<file path="config.mk">
export PLATFORM = sky130hd
export DESIGN_NAME = eth_tx_top
export DESIGN_NICKNAME = d
export VERILOG_FILES = /design/src/verilog/net_pkg.sv /design/src/verilog/tx_fsm_pkg.sv /design/src/verilog/mac_tx.sv /design/src/verilog/arp_tx.sv /design/src/verilog/ip_tx.sv /design/src/verilog/eth_tx_top.sv
export SDC_FILE = /design/constraint.sdc
export NUM_CORES = 1
export LEC_CHECK = 0
export ABC_AREA = 1
export BUFFER_PORTS_ARGS = -buffer_cell sky130_fd_sc_hd__buf_2
export CORE_UTILIZATION = 50
export CTS_BUF_LIST = sky130_fd_sc_hd__clkbuf_8 sky130_fd_sc_hd__clkbuf_16
export DETAILED_ROUTE_END_ITERATION = 16
export HOLD_SLACK_MARGIN = 0.05
export PLACE_DENSITY_LB_ADDON = 0.2
export SYNTH_ARGS = -nofsm -noshare
export SYNTH_HDL_FRONTEND = slang
export SYNTH_SLANG_ARGS = --single-unit
</file>
<file path="constraint.sdc">
create_clock -name clk -period 2.83 [get_ports clk]
set_input_delay 0.283 -clock clk [delete_from_list [all_inputs] [get_ports clk]]
set_output_delay 0.283 -clock clk [all_outputs]
set_load 0.01 [all_outputs]
</file>
<file path="src/verilog/net_pkg.sv">
package net_pkg;

    // ~~~~~~~~~~~~~~~~~~~~~~~~~~~~~~~~~~~~~~~~~~~~~~~~~~~~~~~~~~~~~~~~~~~~~~
    // Ethernet
    // ~~~~~~~~~~~~~~~~~~~~~~~~~~~~~~~~~~~~~~~~~~~~~~~~~~~~~~~~~~~~~~~~~~~~~~
    localparam logic [15:0] ETH_TYPE_IP  = 16'h0800;
    localparam logic [15:0] ETH_TYPE_ARP = 16'h0806;

    localparam int ETH_HDR_BYTES = 14;  // Dst MAC, src MAC, EtherType

    // ~~~~~~~~~~~~~~~~~~~~~~~~~~~~~~~~~~~~~~~~~~~~~~~~~~~~~~~~~~~~~~~~~~~~~~
    // ARP
    // ~~~~~~~~~~~~~~~~~~~~~~~~~~~~~~~~~~~~~~~~~~~~~~~~~~~~~~~~~~~~~~~~~~~~~~
    typedef enum logic [15:0] {
        ARP_REQUEST = 16'd1,
        ARP_REPLY   = 16'd2
    } arp_op_t;

    localparam logic [15:0] ARP_HTYPE_ETH = 16'h0001;   // Hardware type Ethernet
    localparam logic [7:0]  ARP_HLEN      = 8'd6;       // MAC address size
    localparam logic [7:0]  ARP_PLEN      = 8'd4;       // IPv4 address size

    localparam int ARP_BODY_BYTES = 28;

    // ~~~~~~~~~~~~~~~~~~~~~~~~~~~~~~~~~~~~~~~~~~~~~~~~~~~~~~~~~~~~~~~~~~~~~~
    // IPv4
    // ~~~~~~~~~~~~~~~~~~~~~~~~~~~~~~~~~~~~~~~~~~~~~~~~~~~~~~~~~~~~~~~~~~~~~~
    localparam logic [7:0]  IP_VER_IHL   = 8'h45;      // Version 4, five words
    localparam logic [7:0]  IP_TOS       = 8'h00;
    localparam logic [15:0] IP_FLAGS_DF  = 16'h4000;   // Don't fragment, offset 0
    localparam logic [7:0]  IP_TTL       = 8'd64;
    localparam logic [7:0]  IP_PROTO_UDP = 8'd17;

    localparam int IP_HDR_BYTES = 20;

endpackage

</file>
<file path="src/verilog/tx_fsm_pkg.sv">
package tx_fsm_pkg;

    // ~~~~~~~~~~~~~~~~~~~~~~~~~~~~~~~~~~~~~~~~~~~~~~~~~~~~~~~~~~~~~~~~~~~~~~
    // MAC framer states
    // ~~~~~~~~~~~~~~~~~~~~~~~~~~~~~~~~~~~~~~~~~~~~~~~~~~~~~~~~~~~~~~~~~~~~~~
    // One HDR state walks all 14 header bytes with a byte counter
    typedef enum logic [2:0] {
        MAC_IDLE,
        MAC_WAIT,   // Waiting for fs
        MAC_HDR,
        MAC_WORK,   // Engine bytes pass through
        MAC_DONE    // fd held until fs drops
    } mac_state_t;

    // ~~~~~~~~~~~~~~~~~~~~~~~~~~~~~~~~~~~~~~~~~~~~~~~~~~~~~~~~~~~~~~~~~~~~~~
    // Payload engine states, shared by the ARP and IPv4 engines
    // ~~~~~~~~~~~~~~~~~~~~~~~~~~~~~~~~~~~~~~~~~~~~~~~~~~~~~~~~~~~~~~~~~~~~~~
    typedef enum logic [1:0] {
        ENG_IDLE,
        ENG_LEAD,   // Lines the first byte up with the MAC header end
        ENG_SEND,
        ENG_FIN     // Output zero, fd high until start drops
    } eng_state_t;

    // Start is sampled two header bytes early, so both engines
    // idle in LEAD for this many cycles before byte 0
    localparam int LEAD_CYCLES = 2;

endpackage

</file>
<file path="src/verilog/mac_tx.sv">
`timescale 1ns/10ps

module mac_tx
    import net_pkg::*, tx_fsm_pkg::*;
(
    input  logic        clk,
    input  logic        rst,

    input  logic [47:0] src_mac_addr,
    input  logic [47:0] det_mac_addr,

    input  logic        fs,
    output logic        fd,

    input  logic [15:0] mac_mode,

    output logic        fs_ip,
    input  logic        fd_ip,
    output logic        fs_arp,
    input  logic        fd_arp,

    input  logic [7:0]  mac_mode_txd,
    output logic [7:0]  txd,
    output logic        tx_en
);

    localparam logic [3:0] HDR_LAST  = 4'(ETH_HDR_BYTES - 1);
    localparam logic [3:0] ENG_START = 4'd10;  // Engine start lands at e11

    mac_state_t state, next_state;

    logic [3:0] hdr_cnt;
    logic [3:0] hdr_idx;
    logic [ETH_HDR_BYTES-1:0][7:0] hdr;
    logic fd_up;
    logic fd_up_s0;

    // Byte 0 sits in the top slot
    assign hdr     = {det_mac_addr, src_mac_addr, mac_mode};
    assign hdr_idx = HDR_LAST - hdr_cnt;

    assign fd_up = fd_ip | fd_arp;
    assign fd    = (state == MAC_DONE);

    // ~~~~~~~~~~~~~~~~~~~~~~~~~~~~~~~~~~~~~~~~~~~~~~~~~~~~~~~~~~~~~~~~~~~~~~
    // State machine
    // ~~~~~~~~~~~~~~~~~~~~~~~~~~~~~~~~~~~~~~~~~~~~~~~~~~~~~~~~~~~~~~~~~~~~~~
    always_ff @(posedge clk or posedge rst) begin
        if (rst) begin
            state <= MAC_IDLE;
        end else begin
            state <= next_state;
        end
    end

    always_comb begin
        next_state = state;
        case (state)
            MAC_IDLE: next_state = MAC_WAIT;
            MAC_WAIT: if (fs) next_state = MAC_HDR;
            MAC_HDR:  if (hdr_cnt == HDR_LAST) next_state = MAC_WORK;
            MAC_WORK: if (fd_up_s0) next_state = MAC_DONE;
            MAC_DONE: if (!fs) next_state = MAC_WAIT;
            default:  next_state = MAC_IDLE;
        endcase
    end

    always_ff @(posedge clk or posedge rst) begin
        if (rst) begin
            hdr_cnt <= '0;
        end else if (state == MAC_HDR && hdr_cnt != HDR_LAST) begin
            hdr_cnt <= hdr_cnt + 4'd1;
        end else begin
            hdr_cnt <= '0;
        end
    end

    // ~~~~~~~~~~~~~~~~~~~~~~~~~~~~~~~~~~~~~~~~~~~~~~~~~~~~~~~~~~~~~~~~~~~~~~
    // Byte output
    // ~~~~~~~~~~~~~~~~~~~~~~~~~~~~~~~~~~~~~~~~~~~~~~~~~~~~~~~~~~~~~~~~~~~~~~
    always_ff @(posedge clk or posedge rst) begin
        if (rst) begin
            txd   <= '0;
            tx_en <= 1'b0;
        end else begin
            case (state)
                MAC_HDR:  txd <= hdr[hdr_idx];
                MAC_WORK: txd <= mac_mode_txd;   // Engine drives 0 in FIN
                default:  txd <= '0;
            endcase
            // Stays up for the one zero byte seen while fd_up is registered
            tx_en <= (state == MAC_HDR) || (state == MAC_WORK && !fd_up_s0);
        end
    end

    // Only the engine matching the EtherType is started
    always_ff @(posedge clk or posedge rst) begin
        if (rst) begin
            fs_ip  <= 1'b0;
            fs_arp <= 1'b0;
        end else if (state == MAC_HDR && hdr_cnt == ENG_START) begin
            fs_ip  <= (mac_mode == ETH_TYPE_IP);
            fs_arp <= (mac_mode == ETH_TYPE_ARP);
        end else if (state != MAC_HDR && state != MAC_WORK) begin
            fs_ip  <= 1'b0;
            fs_arp <= 1'b0;
        end
    end

    always_ff @(posedge clk or posedge rst) begin
        if (rst) begin
            fd_up_s0 <= 1'b0;
        end else begin
            fd_up_s0 <= fd_up;
        end
    end

    // ~~~~~~~~~~~~~~~~~~~~~~~~~~~~~~~~~~~~~~~~~~~~~~~~~~~~~~~~~~~~~~~~~~~~~~
    // Checks
    // ~~~~~~~~~~~~~~~~~~~~~~~~~~~~~~~~~~~~~~~~~~~~~~~~~~~~~~~~~~~~~~~~~~~~~~
    a_one_engine: assert property (@(posedge clk) disable iff (rst)
        !(fs_ip && fs_arp))
        else $error("Both payload engines started");

    a_no_tx_when_done: assert property (@(posedge clk) disable iff (rst)
        fd |-> !tx_en)
        else $error("tx_en high while fd is high");

endmodule

</file>
<file path="src/verilog/arp_tx.sv">
`timescale 1ns/10ps

module arp_tx
    import net_pkg::*, tx_fsm_pkg::*;
(
    input  logic        clk,
    input  logic        rst,

    input  logic        fs,
    output logic        fd,

    input  logic [47:0] src_mac,
    input  logic [31:0] src_ip,
    input  logic [47:0] target_mac,
    input  logic [31:0] dst_ip,
    input  arp_op_t     arp_op,

    output logic [7:0]  txd
);

    localparam logic [4:0] BODY_LAST = 5'(ARP_BODY_BYTES - 1);
    localparam logic [4:0] LEAD_LAST = 5'(LEAD_CYCLES - 1);

    eng_state_t state;

    logic [4:0] cnt;
    logic [4:0] idx;
    logic [ARP_BODY_BYTES-1:0][7:0] body;

    // Request or reply, target_mac goes out as given
    assign body = {ARP_HTYPE_ETH, ETH_TYPE_IP, ARP_HLEN, ARP_PLEN, arp_op,
                   src_mac, src_ip,
                   target_mac, dst_ip};

    assign idx = BODY_LAST - cnt;
    assign txd = (state == ENG_SEND) ? body[idx] : 8'h00;
    assign fd  = (state == ENG_FIN);

    always_ff @(posedge clk or posedge rst) begin
        if (rst) begin
            state <= ENG_IDLE;
            cnt   <= '0;
        end else begin
            case (state)
                ENG_IDLE: begin
                    cnt <= '0;
                    if (fs) state <= ENG_LEAD;
                end
                ENG_LEAD: begin
                    if (cnt == LEAD_LAST) begin
                        state <= ENG_SEND;
                        cnt   <= '0;
                    end else begin
                        cnt <= cnt + 5'd1;
                    end
                end
                ENG_SEND: begin
                    if (cnt == BODY_LAST) state <= ENG_FIN;
                    else cnt <= cnt + 5'd1;
                end
                ENG_FIN: begin
                    if (!fs) state <= ENG_IDLE;   // Start level drops in MAC DONE
                end
                default: state <= ENG_IDLE;
            endcase
        end
    end

    // Body ends after its last byte and the output goes quiet
    a_quiet_outside_send: assert property (@(posedge clk) disable iff (rst)
        (state == ENG_SEND && cnt == BODY_LAST) |=> (state != ENG_SEND && txd == 8'h00))
        else $error("ARP engine drives data outside SEND");

endmodule

</file>
<file path="src/verilog/ip_tx.sv">
`timescale 1ns/10ps

module ip_tx
    import net_pkg::*, tx_fsm_pkg::*;
#(
    parameter logic [15:0] PAYLOAD_LEN = 16'd18
)(
    input  logic        clk,
    input  logic        rst,

    input  logic        fs,
    output logic        fd,

    input  logic [31:0] src_ip,
    input  logic [31:0] dst_ip,
    input  logic [15:0] ip_id,

    input  logic [7:0]  payload_data,
    output logic        payload_rd,

    output logic [7:0]  txd
);

    localparam logic [15:0] HDR_LEN   = 16'(IP_HDR_BYTES);
    localparam logic [15:0] TOTAL_LEN = HDR_LEN + PAYLOAD_LEN;
    localparam logic [15:0] LAST      = TOTAL_LEN - 16'd1;
    localparam logic [15:0] LEAD_LAST = 16'(LEAD_CYCLES - 1);

    eng_state_t state;

    logic [15:0] cnt;
    logic        in_hdr;
    logic [4:0]  hdr_idx;
    logic [IP_HDR_BYTES-1:0][7:0] hdr;

    logic [19:0] sum;
    logic [19:0] sum_q;
    logic [16:0] fold1;
    logic [15:0] fold2;
    logic [15:0] csum_q;

    // ~~~~~~~~~~~~~~~~~~~~~~~~~~~~~~~~~~~~~~~~~~~~~~~~~~~~~~~~~~~~~~~~~~~~~~
    // Header checksum, two cycles in LEAD
    // ~~~~~~~~~~~~~~~~~~~~~~~~~~~~~~~~~~~~~~~~~~~~~~~~~~~~~~~~~~~~~~~~~~~~~~
    assign sum = 20'({IP_VER_IHL, IP_TOS}) + 20'(TOTAL_LEN) + 20'(ip_id)
               + 20'(IP_FLAGS_DF) + 20'({IP_TTL, IP_PROTO_UDP})
               + 20'(src_ip[31:16]) + 20'(src_ip[15:0])
               + 20'(dst_ip[31:16]) + 20'(dst_ip[15:0]);

    // Second fold cannot carry again
    assign fold1 = 17'(sum_q[15:0]) + 17'(sum_q[19:16]);
    assign fold2 = fold1[15:0] + 16'(fold1[16]);

    always_ff @(posedge clk) begin
        if (state == ENG_LEAD) begin
            sum_q  <= sum;
            csum_q <= ~fold2;    // Valid after the last LEAD edge
        end
    end

    // ~~~~~~~~~~~~~~~~~~~~~~~~~~~~~~~~~~~~~~~~~~~~~~~~~~~~~~~~~~~~~~~~~~~~~~
    // Byte select
    // ~~~~~~~~~~~~~~~~~~~~~~~~~~~~~~~~~~~~~~~~~~~~~~~~~~~~~~~~~~~~~~~~~~~~~~
    assign hdr = {IP_VER_IHL, IP_TOS, TOTAL_LEN,
                  ip_id, IP_FLAGS_DF,
                  IP_TTL, IP_PROTO_UDP, csum_q,
                  src_ip, dst_ip};

    assign in_hdr  = (cnt < HDR_LEN);
    assign hdr_idx = 5'(IP_HDR_BYTES - 1) - cnt[4:0];

    // Source answers within the cycle, MAC samples on the next edge
    assign payload_rd = (state == ENG_SEND) && !in_hdr;

    always_comb begin
        if (state != ENG_SEND) txd = 8'h00;
        else if (in_hdr) txd = hdr[hdr_idx];
        else txd = payload_data;
    end

    assign fd = (state == ENG_FIN);

    always_ff @(posedge clk or posedge rst) begin
        if (rst) begin
            state <= ENG_IDLE;
            cnt   <= '0;
        end else begin
            case (state)
                ENG_IDLE: begin
                    cnt <= '0;
                    if (fs) state <= ENG_LEAD;
                end
                ENG_LEAD: begin
                    if (cnt == LEAD_LAST) begin
                        state <= ENG_SEND;
                        cnt   <= '0;
                    end else begin
                        cnt <= cnt + 16'd1;
                    end
                end
                ENG_SEND: begin
                    if (cnt == LAST) state <= ENG_FIN;
                    else cnt <= cnt + 16'd1;
                end
                ENG_FIN: if (!fs) state <= ENG_IDLE;
                default: state <= ENG_IDLE;
            endcase
        end
    end

    // Each strobe follows a SEND cycle that had reached the last header byte
    a_rd_after_hdr: assert property (@(posedge clk) disable iff (rst)
        payload_rd |-> $past(state == ENG_SEND && cnt >= HDR_LEN - 16'd1))
        else $error("payload_rd outside the payload phase");

endmodule

</file>
<file path="src/verilog/eth_tx_top.sv">
`timescale 1ns/10ps

module eth_tx_top
    import net_pkg::*;
#(
    parameter logic [15:0] PAYLOAD_LEN = 16'd18
)(
    input  logic        clk,
    input  logic        rst,

    input  logic        fs,
    output logic        fd,
    input  logic [15:0] mac_mode,     // EtherType, selects the engine

    input  logic [47:0] src_mac,
    input  logic [47:0] dst_mac,
    input  logic [31:0] src_ip,
    input  logic [31:0] dst_ip,
    input  logic [47:0] target_mac,
    input  arp_op_t     arp_op,
    input  logic [15:0] ip_id,

    input  logic [7:0]  payload_data,
    output logic        payload_rd,

    output logic [7:0]  txd,
    output logic        tx_en
);

    logic       fs_ip, fd_ip;
    logic       fs_arp, fd_arp;
    logic [7:0] ip_txd, arp_txd;
    logic [7:0] mac_mode_txd;

    // Idle engines drive zero
    assign mac_mode_txd = ip_txd | arp_txd;

    mac_tx mac0 (
        .clk          (clk),
        .rst          (rst),
        .src_mac_addr (src_mac),
        .det_mac_addr (dst_mac),
        .fs           (fs),
        .fd           (fd),
        .mac_mode     (mac_mode),
        .fs_ip        (fs_ip),
        .fd_ip        (fd_ip),
        .fs_arp       (fs_arp),
        .fd_arp       (fd_arp),
        .mac_mode_txd (mac_mode_txd),
        .txd          (txd),
        .tx_en        (tx_en)
    );

    ip_tx #(.PAYLOAD_LEN(PAYLOAD_LEN)) ip0 (
        .clk          (clk),
        .rst          (rst),
        .fs           (fs_ip),
        .fd           (fd_ip),
        .src_ip       (src_ip),
        .dst_ip       (dst_ip),
        .ip_id        (ip_id),
        .payload_data (payload_data),
        .payload_rd   (payload_rd),
        .txd          (ip_txd)
    );

    arp_tx arp0 (
        .clk          (clk),
        .rst          (rst),
        .fs           (fs_arp),
        .fd           (fd_arp),
        .src_mac      (src_mac),
        .src_ip       (src_ip),
        .target_mac   (target_mac),
        .dst_ip       (dst_ip),
        .arp_op       (arp_op),
        .txd          (arp_txd)
    );

endmodule

</file>
==> metrics.md <==
| Metric | Value |
|---|---|
| Result of the run | `finished, violations left` |
| Failing checks | `negative setup slack` |
| Top-count cell post-synth | `nand2_1` |
| Seq cells post-synth | `79` |
| Num Clock Sinks | `79` |
| Endpoint, Worst Hold | `mac0.state[2]` |
| Relative slew slack | `54.0%` |
| Critical path class | `in -> reg` |
| Filler Cell Count | `2011` |
| # rows | `54` |
| Core area | `22100 um^2` |
| Syn Nets | `2236` |
| EDFF count, synth | `35` |
| Global Route Usage Sum | `36.9%` |
| Tot Pwr | `8530 uW` |
| Layout cell share with drive strength beyond 1 | `27.2%` |
| Fmax | `262 MHz` |
| Placed insts | `2500` |
| H-tree levels | `3` |
| Final Non-Filler Cells | `2537` |
| Footprint of the multi-input gates | `8300 um^2` |
| Slowest stage delay, CP | `0.52 ns` |
| Final antenna-violating net count | `0` |
| Clk slew on worst S/H paths | `0.06 ns` |
| Vias in the first global route | `12900` |
| Ys Warns | `0` |
| Die width | `153 um` |
| Worst slew pin tran | `0.685 ns` |
| Required time of the critical path | `2.92 ns` |
| Worst path cell trace | `buf_2 -> nand2_2 -> nor2_4 -> nor2_2 -> nor2_2 -> nand2_1 -> nand2_1 -> nand2_2 -> a21oi_4 -> xnor2_2 -> fa_1 -> fa_1 -> inv_2 -> fa_1 -> ha_4 -> a21oi_4 -> o21ai_1 -> a21oi_2 -> o21ai_2 -> a21oi_1 -> o21bai_1` |
| # Max-Cap Violations | `0` |
| CP startpoint kind | `primary input` |
| VDD IR max | `446 uV` |
| CTS root buf | `clkbuf_16` |
| Setup crit start | `ip_id[4]` |
| Mean routed wirelength per cell | `17.6 um` |
| RSZ-0062 raised after global routing | `true` |
| Vias per cell | `5.47` |
| DRC Markers | `0` |
| Worst-Skew Late Latency | `0.34 ns` |
| Antenna violations before repair | `1` |
| Cell Area, Placed | `14300 um^2` |
| Wirelength, routed | `44500 um` |
| Clock skew | `0.00548 ns` |
| Mapped cell area | `11400 um^2` |
| Io pins | `278` |
| CTS Buf Count | `9` |
| R2R Setup Slk | `-0.03 ns` |
| Worst r2r path cells | `17` |
| Vias | `13900` |
| Crit path time final | `3.81 ns` |
| Share of the synthesized area in the top cell type | `16.4%` |
| Final setup viols | `18` |
| Final GP Congestion | `0.999` |
| Hold Path Origin | `fs` |
| Final Cell Area | `15200 um^2` |
| Final Hold Fails | `0` |
| Count of cell types in the netlist | `49` |
| Synth-to-layout area growth | `33.0%` |
| Largest net degree at the start of global routing | `65` |
| Starting Density | `51.7%` |
| Worst r2r src | `ip0.sum_q[18]` |
| WHS Path Cells | `3` |
| WP buf/inv | `2` |
| Synth top cells by count | `nand2_1 (498), inv_1 (314), nand3_1 (219)` |
| Pwr/cell area | `562 nW/um^2` |
| CTS tree | `built` |
| Slowest-stage cell, CP | `fa_1` |
| Critical Path Sink Type | `flop` |
| Fin util | `68.7%` |
| CP Max Fanout | `4` |
| Hold Crit Class | `in -> reg` |
| R2r endpoint | `ip0.csum_q[7]` |
| Synth Area per Inst | `6.16 um^2` |
| CTS max path bufs | `2` |
| # port buffers | `277` |
| Die Ht | `153 um` |
| Initial drt markers | `1339` |
| CP most frequent cell | `fa_1` |
| Global route overflow | `0` |
| Pre-antenna DRT Iters | `6` |
| Post-DP HPWL | `35800 um` |
| Final worst slack | `-0.981 ns` |
| Ys async rst share | `55.7%` |
| Worst EP arrival | `3.90 ns` |
| Slew Viols, Final | `0` |
| Mapped Cells | `1853` |
| CP top delay family | `adder cells` |
| Leading area contributor after synthesis | `nand2_1` |
| Register area share after synthesis | `18.8%` |
| Fin crit share | `135%` |
| Main synth FF type | `dfrtp_1` |
| First-pass GRT wire length | `67300 um` |
| FF/Latch Area | `2160 um^2` |
| Lkg Pwr | `0.00801 uW` |
| DIE AREA | `23400 um^2` |
| Area contributors post-synth | `nand2_1 (16%), inv_1 (10%), dfrtp_1 (9.6%)` |
| Final nets | `2634` |
==> cell families after synthesis <==
group | Yosys count | share of synthesized area (%)
compound gates | 247 | 12.0
xor+xnor | 43 | 3.36
fa+ha+maj | 116 | 15.9
buf+inv | 394 | 13.4
flops | 79 | 18.8
mux | 1 | 0.0877
simple gates | 973 | 36.4
==> flip-flops by register name, summed over array words and instances, names as in the netlist <==
| name | flops |
|---|---|
| mac0.fd_up_s0 | 1 |
| mac0.tx_en | 1 |
| mac0.state | 3 |
| mac0.fs_ip | 1 |
| mac0.txd | 8 |
| mac0.fs_arp | 1 |
| ip0.sum_q | 19 |
| ip0.cnt | 16 |
| ip0.csum_q | 16 |
| arp0.cnt | 5 |
| mac0.hdr_cnt | 4 |
| arp0.state | 2 |
| ip0.state | 2 |
==> layer usage <==
| layer | global-route usage, % | share of wire, % | wire [um] | vias up |
|---|---|---|---|---|
| met5 | 0 | 0 | 0 | - |
| met4 | 13.2 | 3.2 | 1420 | 0 |
| met3 | 3.12 | 8.5 | 3810 | 99 |
| met2 | 59.2 | 46 | 20300 | 707 |
| met1 | 51.8 | 43 | 19000 | 6387 |
| li1 | - | - | - | 6688 |
==> report_power, final <==
group	internal, uW	switching [uW]	leakage (uW)	total, uW
Clock	757	469	0.000160	1230
Sequential	1410	33.6	0.000910	1450
Combinational	2670	3180	0.00694	5860
==> stage by stage <==
| stage | TNS [ns] | hold WS, ns | setup WS (ns) |
|---|---|---|---|
| after floorplan | -9.67 | 0.422 | -0.986 |
| after global placement | -16.39 | 0.305 | -1.29 |
| after detailed placement | -17.31 | 0.315 | -1.37 |
| after CTS | -10.64 | 0.205 | -0.886 |
| after global routing | -13.87 | 0.221 | -1.14 |
| final | -11.30 | 0.212 | -0.981 |
==> what timing repair did <==
item                       4_1_cts  5_1_grt
buffers inserted                 9       14
gates resized for setup         36       67
hold endpoints to repair        17        0
hold buffers                     1        0
pin swaps                       41       49
setup endpoints to repair       20       20
==> worst register-to-register path: cells and delay by family, from the launching register on <==
| family | cells | cell delay [ns] |
|---|---|---|
| xor+xnor | 1 | 0.06 |
| flops | 1 | 0.38 |
| buf+inv | 2 | 0.22 |
| fa+ha+maj | 2 | 0.54 |
| simple gates | 12 | 1.39 |
==> final cells by class <==
cell class              count  area share [%]
multi-input cells        1380            54.7
repair buffers            460            18.6
flip-flops and latches     79            14.2
inverters                 321            8.07
well taps                 280            2.31
clock buffers              11            1.74
clock inverters             5           0.354
diodes                      1          0.0165
==> cell usage in the layout (no fill, tap or decap), types with 41 or more instances in the layout <==
| cell type | Yosys | routed |
|---|---|---|
| fa_1 | 49 | 45 |
| buf_4 | 3 | 174 |
| ha_1 | 67 | 51 |
| a21oi_1 | 63 | 50 |
| inv_1 | 314 | 298 |
| nand3_1 | 219 | 212 |
| o21ai_0 | 109 | 102 |
| buf_2 | 31 | 275 |
| dfrtp_1 | 44 | 41 |
| nor2_1 | 171 | 163 |
| nand2_1 | 498 | 476 |
==> how the worst max path moves through the flow <==
stage | cells after the start | to | slack, ns
after floorplan | 21 | ip0.sum_q[18] | -0.99
after global placement | 21 | ip0.sum_q[17] | -1.29
after detailed placement | 22 | ip0.sum_q[18] | -1.37
after CTS | 22 | ip0.sum_q[18] | -0.89
after global routing | 22 | ip0.sum_q[18] | -1.14
final | 21 | ip0.sum_q[18] | -0.98
No activity file was read; power rests on OpenSTA's default activity.
